<file path="src/common/tile_pkg.sv">
`default_nettype none

package tile_pkg;

	////////////////////
	// Tile geometry
	////////////////////

	// Pixels per tile row, one per CLK_6M
	localparam int TILE_W = 8;
	// Width of the pixel phase counter inside a tile
	localparam int PHASE_W = $clog2(TILE_W);
	// Last pixel of a tile, where the next tile is loaded
	localparam logic [PHASE_W-1:0] LAST_PHASE = PHASE_W'(TILE_W - 1);
	// Tile column counter width
	localparam int COL_W = 6;

	////////////////////
	// Pixel formats
	////////////////////

	// Bit-planes per pixel, so also the dot width
	localparam int PLANES = 3;
	// One half-tile is four pixels per plane
	localparam int NIBBLE_W = TILE_W / 2;
	// Half-tile word, plane 0 in bits 3:0, plane 1 in 7:4, plane 2 in 11:8
	// Nibble MSB is the leftmost pixel, LO half is pixels 0-3, HI half 4-7
	localparam int GDI_W = PLANES * NIBBLE_W;
	// Colour attribute from the map
	localparam int ATTR_W = 8;
	localparam int PRIO_W = 3;
	// All planes set means see-through
	localparam logic [PLANES-1:0] DOT_TRANSPARENT = 3'd7;

	// Graphics fetch requested from tile memory this cycle
	typedef enum logic [2:0] {
		SLOT_NONE = 3'd0,
		SLOT_A_LO = 3'd1,
		SLOT_A_HI = 3'd2,
		SLOT_B_LO = 3'd3,
		SLOT_B_HI = 3'd4
	} fetch_slot_t;

	// Fetch sequencer states
	typedef enum logic [2:0] {
		FS_IDLE  = 3'd0,
		FS_A_LO  = 3'd1,
		FS_A_HI  = 3'd2,
		FS_B_LO  = 3'd3,
		FS_B_HI  = 3'd4,
		FS_DRAIN = 3'd5
	} fetch_state_t;

endpackage

`default_nettype wire

</file>
<file path="src/common/ctrl_pkg.sv">
`default_nettype none

package ctrl_pkg;

	////////////////////
	// CPU register port
	////////////////////

	// Write data bus width
	localparam int CPU_DW = 8;

	// Register select on cpu_addr
	typedef enum logic [1:0] {
		// Layer A priority in bits 2:0
		REG_PRIO_A = 2'd0,
		// Layer B priority in bits 2:0
		REG_PRIO_B = 2'd1,
		// Flip and layer enables
		REG_CTRL   = 2'd2
	} reg_sel_t;

	////////////////////
	// REG_CTRL bits
	////////////////////

	// Mirror every tile horizontally
	localparam int CTRL_FLIP = 0;
	// Layer A visible
	localparam int CTRL_EN_A = 1;
	// Layer B visible
	localparam int CTRL_EN_B = 2;

	// Bits 7:3 are ignored on write

endpackage

`default_nettype wire

</file>
<file path="src/logic/pixel_counter.sv">
`default_nettype none

// Pixel phase and tile column of the running line
module pixel_counter (
	input  wire logic CLK_6M,
	input  wire logic reset,
	input  wire logic run,
	output logic [tile_pkg::PHASE_W-1:0] phase,
	output logic [tile_pkg::COL_W-1:0] column,
	output logic tile_end
);

	// Last pixel of a tile while video is running
	assign tile_end = run && (phase == tile_pkg::LAST_PHASE);

	always_ff @(posedge CLK_6M) begin
		if (reset || !run) begin
			// Idle between lines, next column is 0
			phase <= '0;
			column <= '0;
		end else begin
			// Phase wraps naturally at the tile width
			phase <= phase + 1'b1;
			if (tile_end) begin
				column <= column + 1'b1;
			end
		end
	end

endmodule

`default_nettype wire

</file>
<file path="src/logic/fetch_sequencer.sv">
`default_nettype none

// Per-tile fetch schedule
// Phases 0-3 fetch A lo, A hi, B lo, B hi, phases 4-7 are free
module fetch_sequencer (
	input  wire logic CLK_6M,
	input  wire logic reset,
	input  wire logic run,
	input  wire logic [tile_pkg::PHASE_W-1:0] phase,
	input  wire logic tile_end,
	output tile_pkg::fetch_slot_t slot,
	output logic load
);

	tile_pkg::fetch_state_t state;
	tile_pkg::fetch_state_t state_next;

	////////////////////
	// Next state
	////////////////////
	always_comb begin
		state_next = state;
		case (state)
			// First tile of a line, A lo goes out straight from idle
			tile_pkg::FS_IDLE: begin
				if (phase == '0) begin
					state_next = tile_pkg::FS_A_HI;
				end
			end
			tile_pkg::FS_A_LO: state_next = tile_pkg::FS_A_HI;
			tile_pkg::FS_A_HI: state_next = tile_pkg::FS_B_LO;
			tile_pkg::FS_B_LO: state_next = tile_pkg::FS_B_HI;
			tile_pkg::FS_B_HI: state_next = tile_pkg::FS_DRAIN;
			// Wait out phases 4-7
			tile_pkg::FS_DRAIN: begin
				if (tile_end) begin
					state_next = tile_pkg::FS_A_LO;
				end
			end
			default: state_next = tile_pkg::FS_IDLE;
		endcase
		// Line ended, stop wherever we are
		if (!run) begin
			state_next = tile_pkg::FS_IDLE;
		end
	end

	always_ff @(posedge CLK_6M) begin
		if (reset) begin
			state <= tile_pkg::FS_IDLE;
		end else begin
			state <= state_next;
		end
	end

	////////////////////
	// Slot decode
	////////////////////
	always_comb begin
		slot = tile_pkg::SLOT_NONE;
		if (run) begin
			case (state)
				tile_pkg::FS_IDLE: begin
					if (phase == '0) begin
						slot = tile_pkg::SLOT_A_LO;
					end
				end
				tile_pkg::FS_A_LO: slot = tile_pkg::SLOT_A_LO;
				tile_pkg::FS_A_HI: slot = tile_pkg::SLOT_A_HI;
				tile_pkg::FS_B_LO: slot = tile_pkg::SLOT_B_LO;
				tile_pkg::FS_B_HI: slot = tile_pkg::SLOT_B_HI;
				default: slot = tile_pkg::SLOT_NONE;
			endcase
		end
	end

	// Both shifters swap tiles on the last pixel
	assign load = tile_end && (state == tile_pkg::FS_DRAIN);

endmodule

`default_nettype wire

</file>
<file path="src/logic/layer_regs.sv">
`default_nettype none

// CPU-side control registers, write only
// Four-phase req/ack, one register per handshake
module layer_regs (
	input  wire logic CLK_6M,
	input  wire logic reset,
	input  wire logic cpu_req,
	output logic cpu_ack,
	input  wire ctrl_pkg::reg_sel_t cpu_addr,
	input  wire logic [ctrl_pkg::CPU_DW-1:0] cpu_wdata,
	output logic [tile_pkg::PRIO_W-1:0] prio_a,
	output logic [tile_pkg::PRIO_W-1:0] prio_b,
	output logic flip,
	output logic en_a,
	output logic en_b
);

	// New request not yet acknowledged
	logic wr_en;

	assign wr_en = cpu_req && !cpu_ack;

	////////////////////
	// Handshake
	////////////////////
	always_ff @(posedge CLK_6M) begin
		if (reset) begin
			cpu_ack <= 1'b0;
		end else if (wr_en) begin
			// Ack on the same edge as the write
			cpu_ack <= 1'b1;
		end else if (!cpu_req) begin
			// Host released, close the cycle
			cpu_ack <= 1'b0;
		end
	end

	////////////////////
	// Register file
	////////////////////
	always_ff @(posedge CLK_6M) begin
		if (reset) begin
			prio_a <= '0;
			prio_b <= '0;
			flip <= 1'b0;
			// Both layers on by default
			en_a <= 1'b1;
			en_b <= 1'b1;
		end else if (wr_en) begin
			case (cpu_addr)
				ctrl_pkg::REG_PRIO_A: begin
					prio_a <= cpu_wdata[tile_pkg::PRIO_W-1:0];
				end
				ctrl_pkg::REG_PRIO_B: begin
					prio_b <= cpu_wdata[tile_pkg::PRIO_W-1:0];
				end
				ctrl_pkg::REG_CTRL: begin
					flip <= cpu_wdata[ctrl_pkg::CTRL_FLIP];
					en_a <= cpu_wdata[ctrl_pkg::CTRL_EN_A];
					en_b <= cpu_wdata[ctrl_pkg::CTRL_EN_B];
				end
				// Unmapped select, write is acked and dropped
				default: ;
			endcase
		end
	end

endmodule

`default_nettype wire

</file>
<file path="src/tilemap/plane_shifter.sv">
`default_nettype none

// One tile layer: half-tile latches, attribute latch, plane shifters
module plane_shifter #(
	parameter bit LAYER_B = 1'b0
) (
	input  wire logic CLK_6M,
	input  wire logic reset,
	input  wire logic run,
	input  wire tile_pkg::fetch_slot_t slot,
	input  wire logic load,
	input  wire logic [tile_pkg::GDI_W-1:0] gdi,
	input  wire logic [tile_pkg::ATTR_W-1:0] mdi,
	input  wire logic flip,
	output logic [tile_pkg::PLANES-1:0] dot,
	output logic [tile_pkg::ATTR_W-1:0] color
);

	localparam int NIB = tile_pkg::NIBBLE_W;
	localparam int TW = tile_pkg::TILE_W;

	// Slots this layer answers to
	localparam tile_pkg::fetch_slot_t SLOT_LO =
		tile_pkg::fetch_slot_t'(LAYER_B ? tile_pkg::SLOT_B_LO : tile_pkg::SLOT_A_LO);
	localparam tile_pkg::fetch_slot_t SLOT_HI =
		tile_pkg::fetch_slot_t'(LAYER_B ? tile_pkg::SLOT_B_HI : tile_pkg::SLOT_A_HI);

	logic [tile_pkg::GDI_W-1:0] half_lo;
	logic [tile_pkg::GDI_W-1:0] half_hi;
	logic [tile_pkg::ATTR_W-1:0] attr;
	// Bit 7 is pixel 0 of the tile
	logic [TW-1:0] plane_sr [tile_pkg::PLANES];

	////////////////////
	// Fetch latches
	////////////////////
	always_ff @(posedge CLK_6M) begin
		if (slot == SLOT_LO) begin
			half_lo <= gdi;
		end
		// Attribute arrives with the second half
		if (slot == SLOT_HI) begin
			half_hi <= gdi;
			attr <= mdi;
		end
		if (load) begin
			color <= attr;
		end
	end

	////////////////////
	// Plane shifters
	////////////////////
	always_ff @(posedge CLK_6M) begin
		for (int p = 0; p < tile_pkg::PLANES; p++) begin
			if (reset || !run) begin
				// Transparent until the first tile is loaded
				plane_sr[p] <= '1;
			end else if (load) begin
				plane_sr[p] <= {half_lo[p*NIB +: NIB], half_hi[p*NIB +: NIB]};
			end else if (flip) begin
				plane_sr[p] <= {1'b1, plane_sr[p][TW-1:1]};
			end else begin
				plane_sr[p] <= {plane_sr[p][TW-2:0], 1'b1};
			end
		end
	end

	// Mirrored tiles read from the other end
	always_comb begin
		for (int p = 0; p < tile_pkg::PLANES; p++) begin
			dot[p] = flip ? plane_sr[p][0] : plane_sr[p][TW-1];
		end
	end

endmodule

`default_nettype wire

</file>
<file path="src/tilemap/layer_mixer.sv">
`default_nettype none

// Priority mix of layer A, layer B and the incoming pixel chain
module layer_mixer (
	input  wire logic CLK_6M,
	input  wire logic reset,
	input  wire logic run,
	input  wire logic [tile_pkg::PLANES-1:0] dot_a,
	input  wire logic [tile_pkg::ATTR_W-1:0] color_a,
	input  wire logic [tile_pkg::PRIO_W-1:0] prio_a,
	input  wire logic en_a,
	input  wire logic [tile_pkg::PLANES-1:0] dot_b,
	input  wire logic [tile_pkg::ATTR_W-1:0] color_b,
	input  wire logic [tile_pkg::PRIO_W-1:0] prio_b,
	input  wire logic en_b,
	input  wire logic [tile_pkg::PRIO_W-1:0] pri_in,
	input  wire logic [tile_pkg::ATTR_W-1:0] cl_in,
	input  wire logic [tile_pkg::PLANES-1:0] dt_in,
	output logic [tile_pkg::PRIO_W-1:0] pri_out,
	output logic [tile_pkg::ATTR_W-1:0] cl_out,
	output logic [tile_pkg::PLANES-1:0] dt_out,
	output logic pix_valid
);

	logic opaque_a;
	logic opaque_b;
	logic pick_b;
	logic layer_wins;
	logic [tile_pkg::PRIO_W-1:0] pick_prio;
	logic [tile_pkg::ATTR_W-1:0] pick_color;
	logic [tile_pkg::PLANES-1:0] pick_dot;

	assign opaque_a = en_a && (dot_a != tile_pkg::DOT_TRANSPARENT);
	assign opaque_b = en_b && (dot_b != tile_pkg::DOT_TRANSPARENT);

	// B beats A on strictly higher priority, or when A shows nothing
	assign pick_b = opaque_b && ((prio_b > prio_a) || !opaque_a);
	assign pick_prio = pick_b ? prio_b : prio_a;
	assign pick_color = pick_b ? color_b : color_a;
	assign pick_dot = pick_b ? dot_b : dot_a;

	// Ties with the chain go to the chain
	assign layer_wins = (pick_b || opaque_a) && (pick_prio > pri_in);

	////////////////////
	// Output register
	////////////////////
	always_ff @(posedge CLK_6M) begin
		pri_out <= layer_wins ? pick_prio : pri_in;
		cl_out <= layer_wins ? pick_color : cl_in;
		dt_out <= layer_wins ? pick_dot : dt_in;
	end

	// One cycle behind the pixel column
	always_ff @(posedge CLK_6M) begin
		if (reset) begin
			pix_valid <= 1'b0;
		end else begin
			pix_valid <= run;
		end
	end

endmodule

`default_nettype wire

</file>
<file path="src/tilemap/tilemap_top.sv">
`default_nettype none

// Dual tilemap pixel generator
module tilemap_top (
	input  wire logic CLK_6M,
	input  wire logic reset,
	// CPU register port
	input  wire logic cpu_req,
	output logic cpu_ack,
	input  wire ctrl_pkg::reg_sel_t cpu_addr,
	input  wire logic [ctrl_pkg::CPU_DW-1:0] cpu_wdata,
	// Tile memory side
	input  wire logic run,
	output tile_pkg::fetch_slot_t fetch_slot,
	input  wire logic [tile_pkg::GDI_W-1:0] gdi,
	input  wire logic [tile_pkg::ATTR_W-1:0] mdi,
	// Pixel chain in and out
	input  wire logic [tile_pkg::PRIO_W-1:0] pri_in,
	input  wire logic [tile_pkg::ATTR_W-1:0] cl_in,
	input  wire logic [tile_pkg::PLANES-1:0] dt_in,
	output logic [tile_pkg::PRIO_W-1:0] pri_out,
	output logic [tile_pkg::ATTR_W-1:0] cl_out,
	output logic [tile_pkg::PLANES-1:0] dt_out,
	output logic pix_valid
);

	logic [tile_pkg::PHASE_W-1:0] phase;
	logic tile_end;
	logic load;
	logic [tile_pkg::PRIO_W-1:0] prio_a;
	logic [tile_pkg::PRIO_W-1:0] prio_b;
	logic flip;
	logic en_a;
	logic en_b;
	logic [tile_pkg::PLANES-1:0] dot_a;
	logic [tile_pkg::PLANES-1:0] dot_b;
	logic [tile_pkg::ATTR_W-1:0] color_a;
	logic [tile_pkg::ATTR_W-1:0] color_b;

	// Only the phase drives the fetch schedule
	pixel_counter u_counter (
		.CLK_6M(CLK_6M), .reset(reset), .run(run),
		.phase(phase), .column(), .tile_end(tile_end)
	);

	fetch_sequencer u_fetch (
		.CLK_6M(CLK_6M), .reset(reset), .run(run), .phase(phase),
		.tile_end(tile_end), .slot(fetch_slot), .load(load)
	);

	layer_regs u_regs (
		.CLK_6M(CLK_6M), .reset(reset), .cpu_req(cpu_req), .cpu_ack(cpu_ack),
		.cpu_addr(cpu_addr), .cpu_wdata(cpu_wdata), .prio_a(prio_a), .prio_b(prio_b),
		.flip(flip), .en_a(en_a), .en_b(en_b)
	);

	////////////////////
	// Layers
	////////////////////
	plane_shifter #(.LAYER_B(1'b0)) u_layer_a (
		.CLK_6M(CLK_6M), .reset(reset), .run(run), .slot(fetch_slot), .load(load),
		.gdi(gdi), .mdi(mdi), .flip(flip), .dot(dot_a), .color(color_a)
	);

	plane_shifter #(.LAYER_B(1'b1)) u_layer_b (
		.CLK_6M(CLK_6M), .reset(reset), .run(run), .slot(fetch_slot), .load(load),
		.gdi(gdi), .mdi(mdi), .flip(flip), .dot(dot_b), .color(color_b)
	);

	layer_mixer u_mixer (
		.CLK_6M(CLK_6M), .reset(reset), .run(run),
		.dot_a(dot_a), .color_a(color_a), .prio_a(prio_a), .en_a(en_a),
		.dot_b(dot_b), .color_b(color_b), .prio_b(prio_b), .en_b(en_b),
		.pri_in(pri_in), .cl_in(cl_in), .dt_in(dt_in),
		.pri_out(pri_out), .cl_out(cl_out), .dt_out(dt_out), .pix_valid(pix_valid)
	);

endmodule

`default_nettype wire

</file>
<file path="config.mk">
export PLATFORM = sky130hd
export DESIGN_NAME = tilemap_top
export DESIGN_NICKNAME = d
export VERILOG_FILES = /design/src/common/tile_pkg.sv /design/src/common/ctrl_pkg.sv /design/src/logic/pixel_counter.sv /design/src/logic/fetch_sequencer.sv /design/src/logic/layer_regs.sv /design/src/tilemap/plane_shifter.sv /design/src/tilemap/layer_mixer.sv /design/src/tilemap/tilemap_top.sv
export SDC_FILE = /design/constraint.sdc
export NUM_CORES = 1
export LEC_CHECK = 0
export ABC_CLOCK_PERIOD_IN_PS = 3200
export BUFFER_PORTS_ARGS = -buffer_cell sky130_fd_sc_hd__buf_2
export CAP_MARGIN = 20
export CORE_MARGIN = 2
export CORE_UTILIZATION = 46
export DETAILED_ROUTE_END_ITERATION = 6
export SLEW_MARGIN = 25
export SYNTH_ARGS = -nofsm -noshare
export SYNTH_HDL_FRONTEND = slang
export SYNTH_SLANG_ARGS = --single-unit
</file>
<file path="constraint.sdc">
create_clock -name CLK_6M -period 3.2 [get_ports CLK_6M]
set_input_delay 0.16 -clock CLK_6M [delete_from_list [all_inputs] [get_ports CLK_6M]]
set_output_delay 0.16 -clock CLK_6M [all_outputs]
set_load 0.05 [all_outputs]
</file>
==> results.py <==
metrics = {
    "clocking": {
        "clk_latency_ps": 420,
        "cts_buffers": 17,
        "clkSinkCount": 159,
        "htreeDepth": 4,
        "clk_pin_slew_ps": 60,
        "post_cts_buffers": 0,
        "cts_root_buffer": "clkbuf_16",
        "cts_tree": "built",
        "cts_max_path_buffers": 2,
    },
    "layout": {
        "fin_util": 0.5914,
        "stdcell_area_um2": 8145,
        "num_antenna_cells": 0,
        "layout.nets": 687,
        "sequential_cell_area_um2": 4466,
        "multi_input_area_um2": 2026,
        "fill_cells": 1142,
        "final_layout_size_suffix_gt1_frac": 0.1851,
        "layout.cells.non_filler": 823,
        "syn2layout_area_growth_pct": 26.60,
    },
    "grt": {
        "grt_max_degree": 35,
        "grt_usage": 0.1774,
        "grt-ovfl-total": 0,
        "grt_pass1_vias": 4007,
        "grt_pass1_wl_mm": 19.75,
        "antenna_found_initial": 0,
    },
    "setup_path": {
        "rr_worst_depth": 13,
        "crit_arrival_ps": 3300,
        "worst-setup-path-type": "flip-flop to flip-flop",
        "cp_max_fo": 13,
        "start_kind": "flip-flop",
        "end_kind": "flip-flop",
        "required_ps": 3510,
    },
    "timing": {
        "min_period_ps": 2988,
        "hold_viol": 0,
        "setup_viol": 0,
        "tns_ps": 0,
        "tightest_slew_ps": 653.2,
        "max_freq_ghz": 0.3347,
        "fin_crit_sh": 0.9336,
        "slew_violations": 0,
        "rsz0062_at_grt": "no",
        "fin_skew_ps": 6.438,
        "relSlewSlack": 0.5641,
    },
    "drt": {
        "met3_length_um": 548,
        "num_vias": 4106,
        "wl_met2_mm": 6.093,
        "wl_mm": 12.42,
        "topRoutingLayerUsed": "met4",
        "wl_per_cell_um": 15.09,
        "first_pass_iters": 4,
        "drc": 0,
        "post_drt_via_cell_ratio": 4.989,
        "first_iter_violations": 382,
        "drt-met1-wl_mm": 5.590,
        "ant_nets": 0,
    },
    "placed_design": {
        "placed_cell_area_um2": 7161,
        "place_inst": 756,
        "io_buffers": 61,
        "finalWeightedCongestion": 0.8220,
        "dp_hpwl_mm": 8.213,
    },
    "outcome": {
        "status": "complete, no violations",
    },
    "floorplanning": {
        "die_y_um": 122.3,
        "io-pin-count": 67,
        "coreArea_um2": 13770,
        "core.rowCount": 43,
        "die-area_um2": 14950,
        "start_util": 0.4671,
        "die_w_um": 122.3,
    },
    "logic_synthesis": {
        "post-synth-top-count-cell": "edfxtp_1",
        "yosys-top-cells-area": "edfxtp_1, dfxtp_1, mux2i_1, nor2_1, a21oi_1",
        "syn_area_um2": 6434,
        "yosys_warnings": 0,
        "ys.flop_type": "edfxtp_1",
        "synthArstFlopShare": 0,
        "synth_top_cell_by_area": "edfxtp_1",
        "synth_cell_types": 43,
        "syn_inst": 476,
        "avgSynthCellArea_um2": 13.52,
        "synth-seq-cells": 159,
        "synth_top_area_share": 0.5974,
        "synth_edf_count": 128,
        "netlist_top_cells_count": "edfxtp_1, mux2i_1, nor2_1",
        "ys_seq_area_frac": 0.6939,
    },
    "min_path": {
        "min_delay_path_depth": 3,
        "min_path_type": "input port to flip-flop",
    },
    "power_and_ir_drop": {
        "power_density_nw_per_um2": 569.4,
        "p_leak_nw": 2.832,
        "ir_drop_uv": 431.0,
        "total_power_mw": 4.638,
    },
    "flow_run": {
        "cap_viol_max_count": 0,
    },
}
-- critical path, stage by stage (launching register included) --
cell and delay (ps):
dfxtp_1 360, inv_1 50, ha_1 300, nand3_1 80, o21ai_0 100, o21ba_2 250
buf_4 180, o21ai_0 230, o21ai_0 130, ha_1 300, o21ai_1 150, a221o_2 490
a31oi_1 180, a21oi_1 80
-- cell families after synthesis --
family,count (synthesis),synth area share
AOI/OAI and AO/OA,106,0.1005
other,1,0.0005829
muxes,49,0.07623
and+or+nand+nor,117,0.08654
DFF,159,0.6939
buffers and inverters,35,0.02470
adders and majority gates,9,0.01750
-- repair_timing --
| action | CTS | global route |
|---|---|---|
| gates resized for setup | 0 | 4 |
| endpoints found under the hold margin | 77 | 0 |
| endpoints found under the setup margin | 0 | 14 |
| hold buffers | 33 | 0 |
-- path summary, 6_finish.rpt --
path	start	to	slack, ps
worst min register to register	u_layer_a.attr[5]$_DFFE_PN_	u_layer_a.color[5]$_DFFE_PP_	420
worst min-delay path	cl_in[3]	u_mixer.cl_out[3]$_DFF_P_	20
worst max-delay path	u_regs.prio_a[2]$_SDFFE_PP0P_	u_mixer.cl_out[1]$_DFF_P_	210
worst max register to register	u_regs.prio_a[2]$_SDFFE_PP0P_	u_mixer.cl_out[1]$_DFF_P_	210
-- area by class of cell --
class | instances | share of cell area
Sequential cell | 159 | 0.5482
Multi-Input combinational cell | 331 | 0.2487
Timing Repair Buffer | 110 | 0.09278
Clock buffer | 25 | 0.06621
Tap cell | 180 | 0.02765
Clock inverter | 7 | 0.01137
Inverter | 11 | 0.005069
-- placed cells by master (no fill, tap or decap), types with 2 or more instances in the layout --
master           n
clkbuf_8         2
and3_1           3
o21ai_0         30
a31oi_1         14
inv_1           10
mux2i_1         49
dlygate4sd3_1   33
a22o_1           3
a211o_1          2
a22oi_1          2
nor2b_1          7
nor3b_1          2
o22a_1           5
edfxtp_1       128
o21ai_1          2
a221o_2          2
buf_2           61
nand4_1          3
dfxtp_1         30
a21oi_1         35
clkbuf_1         3
nor3_1           4
ha_1             9
buf_4           16
nand3_1          3
bufinv_16        2
conb_1          48
clkinv_2         2
nand2_1         33
nor2_1          48
o32a_1           5
nor2b_2          2
and2_1           3
nand2b_1         2
clkbuf_16       20
-- registers in the layout, summed over array words and instances (netlist names), 3 cells and up --
signal / flops
u_layer_a.plane_sr: 24
u_layer_b.plane_sr: 24
u_layer_a.half_hi: 12
u_layer_a.half_lo: 12
u_layer_b.half_hi: 12
u_layer_b.half_lo: 12
u_layer_a.attr: 8
u_layer_a.color: 8
u_layer_b.attr: 8
u_layer_b.color: 8
u_mixer.cl_out: 8
u_counter.phase: 3
u_fetch.state: 3
u_mixer.dt_out: 3
u_mixer.pri_out: 3
u_regs.prio_a: 3
u_regs.prio_b: 3
-- power breakdown --
group / leakage (nW) / internal [mW] / total [mW] / switching (mW)
Combinational: 1.21 / 0.0976 / 0.259 / 0.161
Clock: 0.309 / 1.33 / 2.10 / 0.766
Sequential: 1.31 / 2.27 / 2.28 / 0.0148
-- layer usage --
layer | vias up | GRT usage
met2 | 93 | 0.2903
met5 | - | 0
met1 | 1946 | 0.2242
li1 | 2049 | -
met4 | 0 | 0.07328
met3 | 18 | 0.04740
-- metrics by stage --
stage	hold WS (ps)	setup WS, ps
after detailed placement	360.2	37.02
after global routing	14.29	4.288
after global placement	349.7	105.7
after floorplan	258.9	387.5
after CTS	1.080	17.43
final	15.58	212.4
Power figures use the tool's default switching activity.
